==> src/design/core_defines.svh <==
`ifndef CORE_DEFINES_SVH
`define CORE_DEFINES_SVH

// data path width
`define XLEN 32

// reorder buffer, index width must cover the depth
`define ROB_DEPTH 8
`define ROB_IX_W 3

`define IQ_DEPTH 4   // instruction queue entries
`define MUL_STAGES 3 // multiplier pipe depth

`endif

==> src/design/ooo_pkg.sv <==
`include "core_defines.svh"

package ooo_pkg;

  typedef logic [`XLEN-1:0] word_t;
  typedef logic [`ROB_IX_W-1:0] rob_ix_t;

  typedef enum logic [1:0] {
    RS_EMPTY,
    RS_WAIT, // at least one operand still tagged
    RS_FIRE
  } rs_state_e;

endpackage

==> src/design/multiplier.sv <==
`timescale 1ns/1ps
`include "core_defines.svh"

module multiplier (
  input  logic             clk_100mhz,
  input  logic             sys_rst,
  input  logic             fire_valid,
  input  ooo_pkg::word_t   fire_a,
  input  ooo_pkg::word_t   fire_b,
  input  ooo_pkg::rob_ix_t fire_ix,
  output logic             accept,
  output logic             done_valid,
  output ooo_pkg::rob_ix_t done_ix,
  output ooo_pkg::word_t   done_value,
  input  logic             grant
);
  localparam int N = `MUL_STAGES;

  logic [N-1:0] stage_valid;
  ooo_pkg::rob_ix_t stage_ix [N];
  ooo_pkg::word_t stage_prod [N];
  logic stall;

  assign stall = stage_valid[N-1] && !grant; // whole pipe freezes
  assign accept = !stall;
  assign done_valid = stage_valid[N-1];
  assign done_ix = stage_ix[N-1];
  assign done_value = stage_prod[N-1];

  always_ff @(posedge clk_100mhz) begin
    if (sys_rst) stage_valid <= '0;
    else if (!stall) stage_valid <= {stage_valid[N-2:0], fire_valid};
  end

  always_ff @(posedge clk_100mhz) begin
    if (!stall) begin
      stage_prod[0] <= fire_a * fire_b; // low word only
      stage_ix[0] <= fire_ix;
      for (int i = 1; i < N; i++) begin
        stage_prod[i] <= stage_prod[i-1];
        stage_ix[i] <= stage_ix[i-1];
      end
    end
  end

  held_result_stable: assert property (@(posedge clk_100mhz) disable iff (sys_rst)
    (done_valid && !grant) |=> (done_valid && $stable(done_value) && $stable(done_ix)));

endmodule

==> config.mk <==
export PLATFORM = sky130hd
export DESIGN_NAME = multiplier
export DESIGN_NICKNAME = d
export VERILOG_FILES = /design/src/design/ooo_pkg.sv /design/src/design/multiplier.sv
export VERILOG_INCLUDE_DIRS = /design/src /design/src/design
export SDC_FILE = /design/constraint.sdc
export NUM_CORES = 1
export LEC_CHECK = 0
export ABC_CLOCK_PERIOD_IN_PS = 9300
export BUFFER_PORTS_ARGS = -buffer_cell sky130_fd_sc_hd__buf_2
export CORE_UTILIZATION = 45
export DETAILED_ROUTE_END_ITERATION = 10
export SLEW_MARGIN = 5
export SYNTH_ARGS = -nofsm -noshare
export SYNTH_HDL_FRONTEND = slang
export SYNTH_SLANG_ARGS = --single-unit
==> constraint.sdc <==
create_clock -name clk_100mhz -period 9.3 [get_ports clk_100mhz]
set_input_delay 1.86 -clock clk_100mhz [delete_from_list [all_inputs] [get_ports clk_100mhz]]
set_output_delay 1.86 -clock clk_100mhz [all_outputs]
set_load 0.02 [all_outputs]
Yosys cells after proc, flatten, opt, wreduce, memory -nomap -nowiden
Memories as Yosys holds them, arrays and structs flattened. Index checks and enable logic that the tools add are counted. W data, S select, Z words.

Add/subtract/negate cells: 0. Multipliers: 1. Divide/modulo/power cells: 0. $lt $le $gt $ge: 0. Eq/ne operators: 0. Shifts and indexed selects: 0. Mux-type cells: 1. Bitwise operators: 0. Reductions and logical operators: 3.

Operators with widths (count): $mul A32 B32 Y32 (1); $logic_not A1 Y1 (2); $logic_and A1 B1 Y1 (1); $mux W1 (1).

Flip-flop bits (word level): 3. Latch bits: 0. Memory bits (writable): 105. Memory bits (read-only): 0. Input bits: 71. Output and inout bits: 37. Memories: 2.

Memories: stage_prod (words 3, bits a word 32, read ports 3, clocked after memory_dff 0, write ports 3, line multiplier.sv:21) `ooo_pkg::word_t stage_prod [N];`; stage_ix (words 3, bits a word 3, read ports 3, clocked after memory_dff 0, write ports 3, line multiplier.sv:20) `ooo_pkg::rob_ix_t stage_ix [N];`.

Longest topological paths before layout
Depth in word-level cells: 3. Depth in mapped cells: 26. Depth with buffers taken out: 24.

Worst setup path before layout
No wires, ideal clock.

Path kind: input port to flip-flop. Start point: in fire_b[3]. End point: mem stage_prod[0][30] (netlist name) (data pin). Setup time: 0.260 ns. Arrival time: 8.112 ns. Data required time: 9.040 ns. Setup slack: 0.928 ns. Cell stages on the path: 24. Buffers on the path: 2. Cell sequence: clkbuf_1 clkbuf_1 and2_1 fa_1 inv_1 fa_1 fa_1 fa_1 inv_1 fa_1 inv_1 fa_1 inv_1 fa_1 fa_1 ha_1 o31ai_1 a21oi_1 a211oi_1 o21ai_0 a21o_1 a311o_1 a311oi_2 xnor2_1.

RTL lines: start, declared (line multiplier.sv:9) `input ooo_pkg::word_t fire_b,`; end, declared (line multiplier.sv:21).

==> results.txt <==
routability cong. - 0.867
crit share post-route - 0.915
CTS Buffer Depth - 2
cell taking the most area after synthesis - fa_1
unrepaired setup endpoints after global routing - false
area of the multi-input gates - 14100 µm²
most common cell in the netlist - fa_1
total CTS buffers - 9
Least-Margin Pin Slew - 0.858 ns
reg2reg path depth - 3
Data arrival, critical path - 8.59 ns
fraction of registers with async set/reset - 0
Synth Instances - 1860
endpoints failing setup - 0
average cell area after synthesis - 10.4 µm²
count of hold-fix buffers inserted at cts - 0
number of cells on the worst hold path - 0
CP required - 9.38 ns
# DRC - 0
clk_skew - 0.00658 ns
GRT Util Overall - 0.206
Die Area - 43600 µm²
CP bufs+invs - 5
register bit count reported by yosys - 108
vias in the first global route - 12800
Synth top cells by count - fa_1, and2_1, inv_1
startpoint types - input pin
clock slew at reported path FFs - 0.07 ns
Cell Area, Synth - 19300 µm²
Area Growth Syn to Fin - 4.91%
root buffer selected by CTS - clkbuf_16
Reg area - 3210 µm²
Pre-antenna DRT Iters - 5
Worst path slowest cell - fa_1
pin count of the biggest net entering global routing - 74
Tmin final - 8.51 ns
Die Span Y - 209 µm
hold_sp - stage_prod[0][60]
DRT iter0 DRCs - 523
CP Cell Sequence - buf_2 > and2_1 > fa_1 > inv_1 > fa_1 > fa_1 > fa_1 > inv_1 > fa_1 > inv_1 > fa_1 > inv_1 > fa_1 > fa_1 > ha_1 > o31ai_1 > a21oi_1 > a211oi_1 > o21ai_0 > a21o_1 > a311o_1 > a311oi_2 > xnor2_1
# diodes - 0
Synthesis Warnings - 0
clk_lat worst skew - 0.33 ns
top cell type's share of synthesized area - 0.424
via count - 12000
post-detailed-routing wire length - 42500 µm
Remaining Overflow, GRT - 0
largest cells by area after synthesis - fa_1, edfxtp_1, and2_1
Fin Setup TNS - 0 ns
Slew headroom - 0.428
Initial Util - 0.458
register area share after synthesis - 0.167
DP Wirelength - 35500 µm
Synth Flop Type - edfxtp_1
vias per std cell - 4.97
Final nets - 2466
initial antenna violation count - 1
CTS sink count - 108
Top-Level Pins - 108
Final Max Tran Viols - 0
CORE AREA - 42000 µm²
Setup CP Type - in2reg
setup repair bufs after CTS - 0
layout cells sized above 1 - 0.0685
flop2flop setup slack - 7.31 ns
delay-heaviest family, CP - adder cells
post-synth cell types - 38
global-route wire length before repair - 70100 µm
HP Class - reg2reg
# resized after CTS - 0
final hold violation count - 0
CP endpoint kind - flip-flop
status - finished, final reports clean
worst r2r src - stage_valid[2]
syn nets - 2462
crit-path max FO - 30
max incr delay on CP - 0.58 ns
Rows - 75
Max Cap Viol - 0
Max Freq - 0.117 GHz
Post-synth EDFFs - 105
most repeated library cell on the critical path - fa_1
fill count - 3924
port buffer count - 107
number of H-tree levels - 3
antenna viol nets, final - 0
CTS tree - yes
reg-to-reg endpoint - stage_prod[0][57]
Die W - 209 µm
Avg WL per Cell - 17.7 µm
Hold EP - stage_prod[0][92]
[cell usage in the layout (no fill, tap or decap), drive strengths merged, types with 4 or more instances in the layout]
cell / instances
and2: 367
nand3: 5
xnor2: 69
o21ai: 10
ha: 123
a211oi: 4
clkbuf: 10
nor2: 13
buf: 109
and3: 5
xor2: 17
fa: 408
o21bai: 4
nand2: 180
nor2b: 6
inv: 364
a21o: 11
a21oi: 24
edfxtp: 105
[how the worst max path moves through the flow]
stage | start | endpoint | slack, ns | cells after the start
floorplan | fire_b[3] | stage_prod[0][30] | 0.93 | 24
global route | fire_b[2] | stage_prod[0][30] | 0.48 | 23
finish | fire_b[2] | stage_prod[0][30] | 0.79 | 23
global placement | fire_b[2] | stage_prod[0][30] | 0.62 | 23
CTS | fire_b[2] | stage_prod[0][30] | 0.84 | 23
detailed placement | fire_b[2] | stage_prod[0][30] | 0.48 | 23
[cells by family after synthesis]
group	count (synthesis)	synth area share
AO/OA/AOI/OAI	72	0.0256
XOR/XNOR	86	0.0391
adder cells (fa/ha/maj)	531	0.504
buffers and inverters	477	0.0998
flip-flops	108	0.167
multiplexers	1	0.000520
AND/OR/NAND/NOR	585	0.164
[worst reg2reg max path, stage by stage, from the launching register on]
cell     delay (ns)
dfxtp_1        0.31
nor2b_1        0.19
inv_4          0.33
buf_4          0.74
[area by class of cell]
| class | instances | share of cell area |
|---|---|---|
| multi-input cells | 1275 | 0.699 |
| flip-flops and latches | 108 | 0.159 |
| clock inverters | 6 | 0.00279 |
| inverters | 361 | 0.0672 |
| well taps | 539 | 0.0334 |
| repair buffers | 109 | 0.0272 |
| clock buffers | 10 | 0.0113 |
[metrics by stage]
stage	utilization	setup slack [ns]	instances	cell area, µm²	hold slack [ns]
floorplan	-	0.928	1860	19300	0.400
global placement	0.474	0.620	2392	19900	0.401
detailed placement	0.474	0.477	2392	19900	0.405
CTS	0.481	0.836	2408	20200	0.416
global route	0.481	0.481	2408	20200	0.417
finish	0.481	0.789	2408	20200	0.416
[sequential cells by signal, summed over array words and instances, names as in the netlist]
name and cells:
stage_ix 9, stage_prod 96, stage_valid 3
[metal layers]
metal / vias to the layer above / GRT usage / wire length (µm)
met3: 29 / 0.0140 / 1320
met4: 2 / 0.0340 / 456
met1: 6274 / 0.301 / 20300
met2: 189 / 0.342 / 20400
li1: 5484 / - / -
met5: - / 0 / 13
Power is not shown: default switching activity piles up to over one toggle a cycle in this logic, so the estimate is an artifact.
