==> src/design/core_defines.svh <==
`ifndef CORE_DEFINES_SVH
`define CORE_DEFINES_SVH

// data path width
`define XLEN 32

// reorder buffer, index width must cover the depth
`define ROB_DEPTH 8
`define ROB_IX_W 3

`define IQ_DEPTH 4   // instruction queue entries
`define MUL_STAGES 3 // multiplier pipe depth

`endif

==> src/design/isa_pkg.sv <==
package isa_pkg;

  typedef logic [31:0] instr_t;
  typedef logic [4:0] reg_addr_t;

  // decoded class, anything unknown ends up as nop
  typedef enum logic [2:0] {
    ITYPE_NOP,
    ITYPE_OP,
    ITYPE_OPIMM,
    ITYPE_LUI,
    ITYPE_MUL
  } inst_type_e;

  typedef enum logic [3:0] {
    ALU_ADD,
    ALU_SUB,
    ALU_AND,
    ALU_OR,
    ALU_XOR,
    ALU_SLT,
    ALU_SLL,
    ALU_SRL,
    ALU_PASSB // lui, operand b straight through
  } alu_func_e;

endpackage

==> src/design/ooo_pkg.sv <==
`include "core_defines.svh"

package ooo_pkg;

  typedef logic [`XLEN-1:0] word_t;
  typedef logic [`ROB_IX_W-1:0] rob_ix_t;

  typedef enum logic [1:0] {
    RS_EMPTY,
    RS_WAIT, // at least one operand still tagged
    RS_FIRE
  } rs_state_e;

endpackage

==> src/design/register_file.sv <==
`timescale 1ns/1ps

module register_file (
  input  logic               clk_100mhz,
  input  logic               sys_rst,
  input  isa_pkg::reg_addr_t rs1,
  input  isa_pkg::reg_addr_t rs2,
  output ooo_pkg::word_t     rf_value1,
  output ooo_pkg::word_t     rf_value2,
  output ooo_pkg::rob_ix_t   rf_tag1,
  output logic               rf_tag1_valid,
  output ooo_pkg::rob_ix_t   rf_tag2,
  output logic               rf_tag2_valid,
  input  logic               issue_valid,
  input  isa_pkg::reg_addr_t issue_rd,
  input  ooo_pkg::rob_ix_t   tail_ix,
  input  logic               commit_valid,
  input  isa_pkg::reg_addr_t commit_rd,
  input  ooo_pkg::word_t     commit_value,
  input  ooo_pkg::rob_ix_t   commit_ix
);
  ooo_pkg::word_t regs [32];
  ooo_pkg::rob_ix_t tags [32];
  logic [31:0] tag_valid;

  assign rf_value1 = (rs1 == '0) ? '0 : regs[rs1];
  assign rf_value2 = (rs2 == '0) ? '0 : regs[rs2];
  assign rf_tag1 = tags[rs1];
  assign rf_tag2 = tags[rs2];
  assign rf_tag1_valid = tag_valid[rs1]; // x0 is never renamed
  assign rf_tag2_valid = tag_valid[rs2];

  always_ff @(posedge clk_100mhz) begin
    if (sys_rst) begin
      tag_valid <= '0;
      for (int i = 0; i < 32; i++) begin
        regs[i] <= '0;
      end
    end else begin
      if (commit_valid && commit_rd != '0) begin
        regs[commit_rd] <= commit_value;
        // a younger writer keeps its tag
        if (tags[commit_rd] == commit_ix) tag_valid[commit_rd] <= 1'b0;
      end
      if (issue_valid && issue_rd != '0) begin // rename last, so it wins
        tags[issue_rd] <= tail_ix;
        tag_valid[issue_rd] <= 1'b1;
      end
    end
  end

endmodule

==> config.mk <==
export PLATFORM = sky130hd
export DESIGN_NAME = register_file
export DESIGN_NICKNAME = d
export VERILOG_FILES = /design/src/design/isa_pkg.sv /design/src/design/ooo_pkg.sv /design/src/design/register_file.sv
export VERILOG_INCLUDE_DIRS = /design/src /design/src/design
export SDC_FILE = /design/constraint.sdc
export NUM_CORES = 2
export LEC_CHECK = 0
export BUFFER_PORTS_ARGS = -buffer_cell sky130_fd_sc_hd__buf_4
export CAP_MARGIN = 20
export CORE_MARGIN = 3
export CORE_UTILIZATION = 60
export CTS_BUF_LIST = sky130_fd_sc_hd__clkbuf_4 sky130_fd_sc_hd__clkbuf_8
export CTS_CLUSTER_DIAMETER = 60
export DETAILED_ROUTE_END_ITERATION = 8
export PLACE_DENSITY = 0.83
export SYNTH_ARGS = -nofsm -noshare
export SYNTH_HDL_FRONTEND = slang
export SYNTH_SLANG_ARGS = --single-unit
==> constraint.sdc <==
create_clock -name clk_100mhz -period 5 [get_ports clk_100mhz]
set_input_delay 0.5 -clock clk_100mhz [delete_from_list [all_inputs] [get_ports clk_100mhz]]
set_output_delay 0.5 -clock clk_100mhz [all_outputs]
set_load 0.02 [all_outputs]
After elaboration in Yosys (flattened, before gate mapping)
Memories as Yosys holds them, arrays and structs flattened. Cells that the tools add are included.

Output and inout bits: 72. Logic and storage cells: 47. Bits of input ports: 62. Register bits after elaboration: 32. Memories kept: 2. Bits in writable memories: 1120. Memory bits (read-only): 0. Bits in latches: 0.

Shifts and indexed selects: 0. Multiply operators: 0. $add $sub $neg: 0. Bitwise logic cells: 3. Div/mod/pow operators: 0. Muxes and demuxes: 25. Reduce and logical (&&, ||, !) cells: 9. Order comparisons: 6. Eq/ne operators: 1.

Memories: regs (words 32, bits a word 32, read ports 2, clocked after memory_dff 0, write ports 32, line register_file.sv:22) `ooo_pkg::word_t regs [32];`; tags (words 32, bits a word 3, read ports 3, clocked after memory_dff 0, write ports 1, line register_file.sv:23) `ooo_pkg::rob_ix_t tags [32];`.

Operator list (count): 32-bit 2-to-1 mux (7); 32-bit bitwise AND (1); 32-bit inverter (1); 32-bit bitwise OR (1); 32-bit OR reduction (1); 5-bit by 6-bit < comparator with 1-bit output, second input constant (4); 1-bit 2-to-1 mux (13); 1-bit binary-select mux with 5-bit select (2); 1-bit demux with 5-bit select (2); 5-bit by 1-bit >= comparator with 1-bit output, second input constant (2); 5-bit zero test (2); 5-bit nonzero test (2); 5-bit 2-to-1 mux (1); 1-bit logical AND (4); 3-bit == test (1).

Logic depth before layout (Yosys ltp)
Word-level depth: 11. Gate-level depth with buffers: 9. Depth with buffers taken out: 7.

Least setup slack after synthesis
No wires, ideal clock.

Kind: input to register. Start point: in commit_rd[1]. End point: mem regs[24][0] in the netlist's numbering, enable pin. Setup slack: 821 ps. Data arrival time: 3714 ps. Required time: 4534 ps. Buffers on the path: 3. Setup time: 466 ps. Stages on the path: 6. Cell sequence: buf_4 buf_2 nor3_1 nand2_1 clkbuf_1 o21ai_0.

RTL lines: from (decl) (line register_file.sv:18) `input isa_pkg::reg_addr_t commit_rd,`; to (decl) (line register_file.sv:22).

Worst setup path in the final report
Start point: in rs1[0]. End point: out rf_value1[9].

Cells in the longest elaborated chain, start to end: 2. Elaborated cells on any way between the ends: 3. Classes of those cells: mux: 1; reduce/logical: 1; memory: 1.

Ends and longest elaborated chain: from (decl) (line register_file.sv:6) `input isa_pkg::reg_addr_t rs1,`; memory 32 x 32 bit or 5-bit zero test (tied branches); 32-bit 2-to-1 mux (*) (line register_file.sv:26) `assign rf_value1 = (rs1 == '0) ? '0 : regs[rs1];`; to (decl) (line register_file.sv:8) `output ooo_pkg::word_t rf_value1,`.

Mark *: on every way between the ends. The rest lies on a longest branch, timed or not.

==> flow_summary.json <==
{
  "core-area_sq_um": 102000,
  "yosys.area.top_type": "edfxtp_1",
  "antenna_left": 0,
  "routed_wl_mm": 196,
  "worst_hold_path_type": "primary input to flip-flop",
  "ys_seq_area_share_pct": 55.5,
  "dp_hpwl_mm": 111,
  "outcome": "finished, final reports clean",
  "finalHoldViolCount": 0,
  "power_density_nw_per_um2": 332,
  "vias": 39600,
  "leakagePower_nw": 23.5,
  "tightest_slew_ns": 1.09,
  "n_fill_cell": 6498,
  "syn_inst": 3762,
  "use_met3_pct": 12.7,
  "areaGrowthSynthToFinish_pct": 11.5,
  "met2_usage_pct": 55.7,
  "dp_cells": 5038,
  "hold_end": "tags[27][0]",
  "drc": 0,
  "slew_headroom_pct": 27.0,
  "fin_crit_sh_pct": 80.7,
  "cts_sinks": 1152,
  "htreeDepth": 4,
  "grt_pass1_vias": 39600,
  "cts_made_buffers": 184,
  "synth.area.mux_share_pct": 28.2,
  "criticalPathCategory": "primary input to primary output",
  "cts_hold_buf": 1,
  "start_kind": "primary input",
  "grt_setup_unrepaired": "no",
  "synth_commonest_cells": "edfxtp_1, and2_1, mux4_2",
  "grt_pass1_wl_mm": 278,
  "busiest_layer": "met2",
  "die_w_um": 327,
  "r2r-end": "tag_valid[2]",
  "critPathArrivalTime_ns": 3.54,
  "rows": 117,
  "final_nets": 3920,
  "grt_use_met1_pct": 47.2,
  "wl_per_cell_um": 36.4,
  "worst_ep_required_time_ns": 4.50,
  "ios": 134,
  "vdd_drop_max_mv": 0.273,
  "min_path_cells": 1,
  "cts_resized": 0,
  "yosysMostFrequentCell": "edfxtp_1",
  "end_kind": "primary output",
  "slew_viol_final": 0,
  "p_comb_share_pct": 13.5,
  "final_area_sq_um": 68800,
  "numPortBuffers": 133,
  "yosys-top-cells-area": "edfxtp_1, mux4_2, and2_1",
  "gp_congestion": 0.890,
  "rrSetupSlack_ns": 2.58,
  "seqCellArea_sq_um": 34300,
  "start_util_pct": 60.6,
  "synth_flop_cell": "edfxtp_1",
  "p_seq_share_pct": 49.8,
  "cts_tree": "yes",
  "finalCriticalPeriod_ns": 4.04,
  "ys_async_sr_fraction_pct": 0,
  "syn_area_sq_um": 61700,
  "syn_area_per_cell_sq_um": 16.4,
  "antenna_found_initial": 13,
  "cts_setup_buffers": 0,
  "p_sw_w": 0.00589,
  "swShare_pct": 25.8,
  "power.total_w": 0.0228,
  "place_area_sq_um": 65000,
  "crit_fanout": 66,
  "min_from": "tail_ix[0]",
  "reg2regPathDepth": 7,
  "synth_edf_count": 1120,
  "skew_ns": 0.0340,
  "clkLatencyLatePin_ns": 0.89,
  "clock-root-buffer": "clkbuf_8",
  "grt-ovfl-total": 0,
  "setup_viol": 0,
  "ys_warn_count": 0,
  "drt_pass1_iterations": 6,
  "synth_xor_area_share_pct": 0,
  "vias_per_cell": 7.36,
  "ys_ff_latch": 1152,
  "synth.distinct_cells": 48,
  "synth_simple_gate_area_share_pct": 11.9,
  "design.die.area_sq_um": 107000,
  "synthAdderAreaFrac_pct": 0,
  "timing.rr.start": "tags[30][1]",
  "multi_input_area_sq_um": 26500,
  "final.setup.tns_ns": 0,
  "first_iter_violations": 7140,
  "clkPwrFrac_pct": 36.7,
  "die_h_um": 327,
  "max-cap-violations": 0,
  "clkSlewWorstSetupHoldPaths_ns": 0.06,
  "cts_max_path_buffers": 3,
  "synth_top_family_by_area": "multiplexers",
  "synth_compound_area_share_pct": 1.56,
  "netlist.area_leader.share_pct": 54.5,
  "max_freq_mhz": 248,
  "grt_max_degree": 85,
  "grtUsageTotal_pct": 36.9,
  "power.internal_w": 0.0169,
  "drive_above_1_share_pct": 34.5,
  "final-instance-count-excl-fill": 5383
}
## layer usage
| layer | share of wire (%) | routed length [um] | vias to the layer above |
|---|---|---|---|
| met5 | 0.053 | 103 | - |
| met4 | 6.4 | 12600 | 6 |
| met3 | 16 | 31200 | 814 |
| met2 | 46 | 90800 | 3927 |
| met1 | 31 | 61000 | 19900 |
| li1 | - | - | 15000 |
## registers in the layout (all words and copies together), names as in the netlist
register and cells:
tags 96, tag_valid 32, regs 1024
## how the worst max path moves through the flow
| stage | cells past startpoint | slack [ns] | to | from |
|---|---|---|---|---|
| global route | 7 | 0.90 | rf_value1[9] | rs1[0] |
| global placement | 7 | 1.11 | rf_value1[16] | rs1[0] |
| CTS | 7 | 1.13 | rf_value1[16] | rs1[0] |
| finish | 7 | 0.96 | rf_value1[9] | rs1[0] |
| floorplan | 6 | 0.82 | regs[24][0] | commit_rd[1] |
| detailed placement | 7 | 1.14 | rf_value1[16] | rs1[0] |
## power groups by stage
stage | clock network [W] | registers (W) | logic [W]
3_5_place_dp | 0 | 0.0115 | 0.00301
5_1_grt | 0.00878 | 0.0114 | 0.00316
4_1_cts | 0.00836 | 0.0113 | 0.00302
6_report | 0.00838 | 0.0114 | 0.00308
3_3_place_gp | 0 | 0.0115 | 0.00297
2_1_floorplan | 0 | 0.0115 | 0.00195
## worst max-delay path: stages
cell and delay (ns):
buf_8 0.60, buf_4 0.36, mux4_2 0.52, mux4_2 0.48
mux2i_1 0.64, nor2_1 0.09, buf_4 0.19
## cells in the final DEF (no fill, tap or decap), drive strengths merged, types with 11 or more instances in the layout
cell and instances:
inv 18, clkbuf 243, dfxtp 32, a2111oi 21, nand3 11, nor2 124, mux4 720, mux2i 112
o22ai 18, conb 35, nand2 34, nor3 12, clkinv 72, o21ai 30, edfxtp 1120, and2 995
a21oi 38, nor2b 11, buf 274
## per-stage QoR
step           hold WS [ns]  utilization [%]  worst slack (ns)
2_1_floorplan         0.451                -             0.821
3_3_place_gp          0.467             63.8              1.11
3_5_place_dp          0.482             63.8              1.14
4_1_cts             0.00158             67.5              1.13
5_1_grt            -0.00252             67.5             0.897
6_report             0.0264             67.5             0.963
## kinds of logic (layout without fill, tap and decap cells)
| kind of cell | count (synthesis) | after routing |
|---|---|---|
| buffers and inverters | 409 | 623 |
| DFF | 1152 | 1152 |
| other | 1 | 40 |
| AOI/OAI and AO/OA | 132 | 132 |
| and+or+nand+nor | 1228 | 1228 |
| muxes | 840 | 840 |
## cell type report
type | instances | area share (%)
Clock buffer | 243 | 4.36
Tap cell | 1368 | 2.49
Sequential cell | 1152 | 49.8
Inverter | 10 | 0.0564
Multi-Input combinational cell | 2235 | 38.5
Clock inverter | 95 | 1.07
Antenna cell | 5 | 0.0182
Timing Repair Buffer | 275 | 3.71
Note: power is estimated with default switching activity, not from simulation.
