`src/design/core_defines.svh`:
```
`ifndef CORE_DEFINES_SVH
`define CORE_DEFINES_SVH

// data path width
`define XLEN 32

// reorder buffer, index width must cover the depth
`define ROB_DEPTH 8
`define ROB_IX_W 3

`define IQ_DEPTH 4   // instruction queue entries
`define MUL_STAGES 3 // multiplier pipe depth

`endif

```
`src/design/isa_pkg.sv`:
```
package isa_pkg;

  typedef logic [31:0] instr_t;
  typedef logic [4:0] reg_addr_t;

  // decoded class, anything unknown ends up as nop
  typedef enum logic [2:0] {
    ITYPE_NOP,
    ITYPE_OP,
    ITYPE_OPIMM,
    ITYPE_LUI,
    ITYPE_MUL
  } inst_type_e;

  typedef enum logic [3:0] {
    ALU_ADD,
    ALU_SUB,
    ALU_AND,
    ALU_OR,
    ALU_XOR,
    ALU_SLT,
    ALU_SLL,
    ALU_SRL,
    ALU_PASSB // lui, operand b straight through
  } alu_func_e;

endpackage

```
`src/design/ooo_pkg.sv`:
```
`include "core_defines.svh"

package ooo_pkg;

  typedef logic [`XLEN-1:0] word_t;
  typedef logic [`ROB_IX_W-1:0] rob_ix_t;

  typedef enum logic [1:0] {
    RS_EMPTY,
    RS_WAIT, // at least one operand still tagged
    RS_FIRE
  } rs_state_e;

endpackage

```
`src/design/issue_stage.sv`:
```
`timescale 1ns/1ps
`include "core_defines.svh"

module issue_stage (
  input  logic                 clk_100mhz,
  input  logic                 sys_rst,
  input  isa_pkg::instr_t      instr,
  input  logic                 instr_valid,
  output logic                 instr_ready,
  output isa_pkg::reg_addr_t   rs1,
  output isa_pkg::reg_addr_t   rs2,
  input  ooo_pkg::rob_ix_t     rf_tag1,
  input  logic                 rf_tag1_valid,
  input  ooo_pkg::word_t       rf_value1,
  input  ooo_pkg::rob_ix_t     rf_tag2,
  input  logic                 rf_tag2_valid,
  input  ooo_pkg::word_t       rf_value2,
  output ooo_pkg::rob_ix_t     lookup1_ix,
  output ooo_pkg::rob_ix_t     lookup2_ix,
  input  ooo_pkg::word_t       lookup1_value,
  input  logic                 lookup1_done,
  input  ooo_pkg::word_t       lookup2_value,
  input  logic                 lookup2_done,
  input  logic                 rob_full,
  input  ooo_pkg::rob_ix_t     tail_ix,
  output logic                 issue_valid,
  output isa_pkg::reg_addr_t   issue_rd,
  input  logic                 alu_free,
  input  logic                 mul_free,
  output logic                 alu_issue,
  output logic                 mul_issue,
  output ooo_pkg::word_t       src1_value,
  output ooo_pkg::rob_ix_t     src1_tag,
  output logic                 src1_ready,
  output ooo_pkg::word_t       src2_value,
  output ooo_pkg::rob_ix_t     src2_tag,
  output logic                 src2_ready,
  output isa_pkg::alu_func_e   alu_func,
  output ooo_pkg::rob_ix_t     rob_ix
);
  localparam int PTR_W = $clog2(`IQ_DEPTH);

  isa_pkg::instr_t iq_mem [`IQ_DEPTH];
  logic [PTR_W-1:0] rd_ptr, wr_ptr;
  logic [PTR_W:0] count;
  logic push, pop, head_valid, can_issue, imm_op;
  isa_pkg::instr_t head;
  isa_pkg::inst_type_e itype;
  ooo_pkg::word_t imm;

  assign instr_ready = (count != `IQ_DEPTH);
  assign push = instr_valid && instr_ready;
  assign head_valid = (count != '0);
  assign head = iq_mem[rd_ptr];

  always_ff @(posedge clk_100mhz) begin
    if (sys_rst) begin
      rd_ptr <= '0;
      wr_ptr <= '0;
      count <= '0;
    end else begin
      if (push) wr_ptr <= wr_ptr + 1'b1;
      if (pop) rd_ptr <= rd_ptr + 1'b1;
      count <= count + {{PTR_W{1'b0}}, push} - {{PTR_W{1'b0}}, pop};
    end
  end

  always_ff @(posedge clk_100mhz) begin
    if (push) iq_mem[wr_ptr] <= instr;
  end

  // decode of the queue head
  always_comb begin
    itype = isa_pkg::ITYPE_NOP;
    alu_func = isa_pkg::ALU_ADD;
    imm = {{20{head[31]}}, head[31:20]}; // i-type
    case (head[6:0])
      7'b0110011: begin
        if (head[31:25] == 7'b0000001) begin
          if (head[14:12] == 3'b000) itype = isa_pkg::ITYPE_MUL; // mulh and div stay nop
        end else if (head[31:25] == 7'b0000000 || head[31:25] == 7'b0100000) begin
          itype = isa_pkg::ITYPE_OP;
          case ({head[30], head[14:12]})
            4'b0000: alu_func = isa_pkg::ALU_ADD;
            4'b1000: alu_func = isa_pkg::ALU_SUB;
            4'b0001: alu_func = isa_pkg::ALU_SLL;
            4'b0010: alu_func = isa_pkg::ALU_SLT;
            4'b0100: alu_func = isa_pkg::ALU_XOR;
            4'b0101: alu_func = isa_pkg::ALU_SRL;
            4'b0110: alu_func = isa_pkg::ALU_OR;
            4'b0111: alu_func = isa_pkg::ALU_AND;
            default: itype = isa_pkg::ITYPE_NOP; // sra, sltu
          endcase
        end
      end
      7'b0010011: begin
        itype = isa_pkg::ITYPE_OPIMM;
        case (head[14:12])
          3'b000: alu_func = isa_pkg::ALU_ADD;
          3'b010: alu_func = isa_pkg::ALU_SLT;
          3'b100: alu_func = isa_pkg::ALU_XOR;
          3'b110: alu_func = isa_pkg::ALU_OR;
          3'b111: alu_func = isa_pkg::ALU_AND;
          default: itype = isa_pkg::ITYPE_NOP; // shifts by immediate, sltiu
        endcase
      end
      7'b0110111: begin
        itype = isa_pkg::ITYPE_LUI;
        alu_func = isa_pkg::ALU_PASSB;
        imm = {head[31:12], 12'b0};
      end
      default: ;
    endcase
  end

  // lui reads x0 as operand one
  assign rs1 = (itype == isa_pkg::ITYPE_LUI) ? '0 : head[19:15];
  assign rs2 = head[24:20];
  assign lookup1_ix = rf_tag1;
  assign lookup2_ix = rf_tag2;
  assign src1_tag = rf_tag1;
  assign src2_tag = rf_tag2;
  assign imm_op = (itype == isa_pkg::ITYPE_OPIMM) || (itype == isa_pkg::ITYPE_LUI);

  // a renamed source takes the rob value once done and waits on the tag otherwise
  always_comb begin
    src1_value = rf_tag1_valid ? lookup1_value : rf_value1;
    src1_ready = !rf_tag1_valid || lookup1_done;
    if (imm_op) begin
      src2_value = imm;
      src2_ready = 1'b1;
    end else begin
      src2_value = rf_tag2_valid ? lookup2_value : rf_value2;
      src2_ready = !rf_tag2_valid || lookup2_done;
    end
  end

  assign can_issue = head_valid && !rob_full && (itype != isa_pkg::ITYPE_NOP);
  assign mul_issue = can_issue && (itype == isa_pkg::ITYPE_MUL) && mul_free;
  assign alu_issue = can_issue && (itype != isa_pkg::ITYPE_MUL) && alu_free;
  assign issue_valid = alu_issue || mul_issue;
  assign issue_rd = head[11:7];
  assign rob_ix = tail_ix;
  assign pop = issue_valid || (head_valid && itype == isa_pkg::ITYPE_NOP); // nop just drops

  // both stations never leave empty at the same edge
  one_station_per_issue: assert property (
    @(posedge clk_100mhz) disable iff (sys_rst)
    (alu_free && mul_free) |=> (alu_free || mul_free));

endmodule

```
`config.mk`:
```
export PLATFORM = sky130hd
export DESIGN_NAME = issue_stage
export DESIGN_NICKNAME = d
export VERILOG_FILES = /design/src/design/isa_pkg.sv /design/src/design/ooo_pkg.sv /design/src/design/issue_stage.sv
export VERILOG_INCLUDE_DIRS = /design/src /design/src/design
export SDC_FILE = /design/constraint.sdc
export NUM_CORES = 1
export LEC_CHECK = 0
export BUFFER_PORTS_ARGS = -buffer_cell sky130_fd_sc_hd__buf_2
export CAP_MARGIN = 10
export CELL_PAD_IN_SITES_DETAIL_PLACEMENT = 0
export CELL_PAD_IN_SITES_GLOBAL_PLACEMENT = 1
export CORE_UTILIZATION = 41
export CTS_CLUSTER_DIAMETER = 40
export DETAILED_ROUTE_END_ITERATION = 6
export PLACE_DENSITY_LB_ADDON = 0.1
export SETUP_SLACK_MARGIN = 0.02
export SLEW_MARGIN = 40
export SYNTH_ARGS = -nofsm -noshare
export SYNTH_HDL_FRONTEND = slang
export SYNTH_SLANG_ARGS = --single-unit
```
`constraint.sdc`:
```
create_clock -name clk_100mhz -period 5.8 [get_ports clk_100mhz]
set_clock_uncertainty 0.05 [all_clocks]
set_input_delay 0.29 -clock clk_100mhz [delete_from_list [all_inputs] [get_ports clk_100mhz]]
set_output_delay 0.29 -clock clk_100mhz [all_outputs]
set_load 0.01 [all_outputs]
```
==> After elaboration in Yosys (flattened, before gate mapping) <==
Memories as Yosys holds them, arrays and structs flattened. A register that Yosys moved wholly into a read port is not among the register bits.
Index checks and enable logic that the tools add are counted.
{ "totals": {"register_bits": 7, "latch_bits": 0, "wordCells": 75, "mem_count": 1, "out_inout_bits": 104, "inputBits": 179, "mem_bits_ro": 0, "ramBits": 128} }
{ "classes": {"n_shift": 0, "reduce_logical": 25, "add_sub_neg": 4, "n_eq_ne": 21, "n_div": 0, "n_lt_le_gt_ge": 0, "n_mul": 0, "n_bitwise": 0, "mux": 21} }
{ "mem_list": {"columns": ["name", "depth", "word_bits", "read_ports", "rd_clocked_by_memory_dff", "wr", "line", "text"], "rows": [
  ["iq_mem", 4, 32, 1, 1, 1, "issue_stage.sv:43", "isa_pkg::instr_t iq_mem [`IQ_DEPTH];"]
]} }
{ "op_table": {"columns": ["op", "n"], "rows": [
  ["2-to-1 mux 32 bit", 3],
  ["2-to-1 mux 31 bit", 1],
  ["equality test 7 x 6 -> 1 bit (second input constant)", 3],
  ["case mux 3 bit (7 select lines)", 1],
  ["equality test 4 x 3 -> 1 bit (second input constant)", 4],
  ["equality test 3 bit (second input constant)", 4],
  ["2-to-1 mux 3 bit", 4],
  ["case mux 3 bit (4 select lines)", 1],
  ["case mux 4 bit (3 select lines)", 1],
  ["equality test 3 x 2 -> 1 bit (second input constant)", 3],
  ["case mux 3 bit (3 select lines)", 1],
  ["logical AND 1 bit", 8],
  ["OR reduction 8 bit", 1],
  ["equality test 7 x 1 -> 1 bit (second input constant)", 1],
  ["equality test 7 x 5 -> 1 bit (second input constant)", 1],
  ["logical NOT 7 bit", 1],
  ["logical NOT 3 bit", 2],
  ["logical OR 1 bit", 6],
  ["2-to-1 mux 2 bit", 3],
  ["inequality test 3 bit (second input constant)", 2],
  ["nonzero test 3 bit", 2],
  ["2-to-1 mux 1 bit", 5],
  ["2-to-1 mux 5 bit", 1],
  ["OR reduction 5 bit", 1],
  ["8 further kinds", 11]
]} }

==> Longest topological paths before layout <==
{ "depth": {"depth_word": 14, "ltp_mapped": 16, "ltp_nobuf": 14} }

==> Least setup slack after synthesis <==
OpenSTA, ideal clock, no wires.
{ "synth_path": {"path_kind": "register to register", "start": "reg (tool-made name)", "end": "reg count[2]", "stages_incl_launch_ff": 17, "setup_time_ns": 0.127, "path_slack_ns": 1.907, "path_buffers": 2, "t_arrival_ns": 3.716, "t_required_ns": 5.623, "path_cell_list": "dfxtp_1 -> buf_2 -> clkbuf_1 -> mux4_2 -> nor4_1 -> nand2_1 -> or4_4 -> a21oi_1 -> a211o_1 -> ha_1 -> inv_1 -> ha_1 -> inv_1 -> fa_1 -> xor2_1 -> xnor2_1 -> nor2_1"} }
{ "synth_lines": {"columns": ["element", "line", "text"], "rows": [
  ["to (signal assigned)", "issue_stage.sv:64", "count <= count + {{PTR_W{1'b0}}, push} - {{PTR_W{1'b0}}, pop};"],
  ["to (decl)", "issue_stage.sv:45", "logic [PTR_W:0] count;"]
]} }

==> metrics.csv <==
stage,metric,value,unit
clock_network,clk_pin_slew,0.07,ns
logic_synthesis,synth_mux_area_share,20.7,%
floorplan,ios,283,
logic_synthesis,ys_seq_elements,137,
floorplan,fp-row-count,45,
layout,stdcell_count,902,
outcome,status,completed,
sta,tns,0,ns
layout,multiInputGateArea,2320,sq um
floorplan,fp.dieW,129,um
min_path,hold_depth,1,
route,wl_per_cell,20.0,um
route,drt_iter0_drc,199,
critical_path,end_kind,flip-flop,
logic_synthesis,synth_fa_ha_area_share,1.44,%
sta,maxClockFrequency,216,MHz
placed_design,hpwl,13.4,mm
clock_network,cts_resized,0,
route,top_layer,met4,
floorplan,core_area,15400,sq um
grt,grt_overflow,0,
min_path,hold_class,in2reg,
grt,grt_max_degree,34,
sta,finalHoldViolations,0,
logic_synthesis,ys.flop_type,edfxtp_1,
layout,area_growth,29.7,%
placed_design,placed_cells,869,
flow_run,cap_violations,0,
critical_path,r2r_setup_slack,1.18,ns
critical_path,worstPathArrival,4.88,ns
floorplan,die_h,129,um
logic_synthesis,synthXorXnorAreaFrac,0.399,%
clock_network,cts_hold_buf,0,
clock_network,htree_num_levels,4,
clock_network,post_cts_buffers,0,
critical_path,critical_path_class,reg2reg,
logic_synthesis,synth_enable_flop_cells,128,
power_and_ir_drop,peakVddDrop,0.265,mV
logic_synthesis,synthesis.nets,619,
grt,track_usage,21.9,%
critical_path,critPathCapture,count[2],
power_and_ir_drop,p_leak,3.43,nW
sta,period_needed,4.62,ns
clock_network,clkSinkCount,137,
critical_path,worstPathRequired,6.06,ns
layout,layout-drive-gt1-share,53.0,%
critical_path,critical_path_peak_fanout,16,
power_and_ir_drop,pwr_density_cell,368,nW/um^2
logic_synthesis,synth_cells,433,
layout,mostFrequentLayoutCell,buf_2,
sta,finalSetupViolCount,0,
logic_synthesis,yosys.area_share.simple,6.57,%
logic_synthesis,syn-cell-area,6590,sq um
critical_path,reg2reg_depth,15,
route,num_vias,4675,
placed_design,io_buffer_count,258,
route,met1Wirelength,6.88,mm
logic_synthesis,ys_warn_count,0,
layout,fin_nets,863,
logic_synthesis,synth_top_family_by_area,multiplexers,
layout,final_cell_mix,"buf_2, edfxtp_1, mux2i_1",
grt,grt_pass1_vias,4596,
sta,slew_viol_final,0,
grt,grt_pass1_wl,25.9,mm
sta,whs,0.0251,ns
floorplan,start_util,42.7,%
grt,antenna_found_initial,1,
logic_synthesis,yosysSeqAreaShare,61.0,%
logic_synthesis,async_reset_ff_share,0,%
sta,worst_slew_pin_slew,0.732,ns
floorplan,dieArea,16600,sq um
route,first_pass_iters,4,
clock_network,cts-root-buf,clkbuf_16,
sta,finalCritPeriodShare,79.7,%
critical_path,r2r-end,count[2],
route,met2_length,9.84,mm
sta,slew_headroom,51.1,%
critical_path,worst_setup_path_start_kind,flip-flop,
route,dr_wl_met3,1.09,mm
logic_synthesis,synthDistinctLibCells,46,
placed_design,place.gp.congestion,0.895,
route,wl,18.1,mm
clock_network,clockBufferDepth,2,
clock_network,clock_latency,0.42,ns
layout,seq_area,4030,sq um
clock_network,numCtsBuffers,17,
route,drc,0,
route,antenna_left,0,
layout,fillCellCount,1343,
logic_synthesis,syn_avg_cell_area,15.2,sq um
logic_synthesis,synth_compound_area_share,6.02,%
route,vias_per_cell,5.18,
clock_network,cts_tree,built,
sta,grt_setup_unrepaired,false,
[power by group]
| group | switching (mW) | internal [mW] |
|---|---|---|
| combinational | 0.456 | 0.394 |
| clock | 0.456 | 0.571 |
| sequential | 0.0629 | 1.21 |
[cell usage after synthesis (3+ instances only)]
cell	n	area, sq um
and2_1	7	43.8
mux4_2	29	653
inv_1	7	26.3
nand2_1	24	90.1
ha_1	6	75.1
edfxtp_1	128	3840
and3_1	5	31.3
nor2b_1	4	25.0
o21ai_0	3	15.0
buf_4	15	113
o211ai_1	16	120
mux2_2	32	360
a211oi_1	3	22.5
dfxtp_1	9	180
nor2_1	11	41.3
nand3b_1	7	52.6
nand2b_1	6	37.5
a21oi_1	30	150
mux2i_1	33	330
clkbuf_1	20	75.1
nor4_1	3	18.8
[how the worst min path moves through the flow]
stage,start,end
finish,instr[8],iq_mem[2][8]
global route,instr[8],iq_mem[2][8]
CTS,instr[8],iq_mem[2][8]
detailed placement,instr[8],iq_mem[2][8]
global placement,wr_ptr[1],wr_ptr[1]
floorplan,instr[0],iq_mem[0][0]
[worst max-delay path, cell delays in order (launching register included)]
cell and delay (ns):
dfxtp_2 0.70, buf_4 0.42, mux4_2 0.58, nor4_1 0.33, nand2_1 0.17, or4_4 0.51
a21oi_1 0.31, a211o_1 0.21, ha_1 0.24, inv_1 0.06, ha_1 0.13, inv_1 0.05
fa_1 0.37, xor2_1 0.17, xnor2_1 0.14, nor2_1 0.06
[area by class of cell]
type / instances / share of cell area (%)
sequential: 137 / 47.1
multi-input combinational: 249 / 27.1
timing repair buffer: 265 / 15.7
clock buffer: 17 / 4.98
tap: 211 / 3.09
clock inverter: 15 / 1.67
inverter: 7 / 0.307
antenna: 1 / 0.0293
[sequential cells by signal, indices dropped and copies added (netlist names), named ones only]
name / flops
rd_ptr: 2
iq_mem: 128
wr_ptr: 2
count: 3
[logic make-up after synthesis]
family                   Yosys count
flip-flops                       137
adder cells (fa/ha/maj)            7
AND/OR/NAND/NOR                   80
multiplexers                      96
buffers and inverters             47
AO/OA/AOI/OAI                     63
XOR/XNOR                           3
[layer usage]
layer	vias to the layer above	global-route usage, %
met3	28	4.28
li1	2174	-
met2	179	41.3
met1	2294	24.8
met5	-	0
met4	0	6.99
[metrics by stage]
step                worst slack, ns  util, %  area [sq um]  total power, mW
floorplan                      1.91        -          6590             1.85
global placement               1.17     51.7          7980             2.14
detailed placement             1.10     51.7          7980             2.16
CTS                            1.09     55.4          8550             3.18
global route                  0.826     55.4          8550             3.29
finish                         1.18     55.4          8550             3.15
Note: power is estimated with default switching activity, not from simulation.
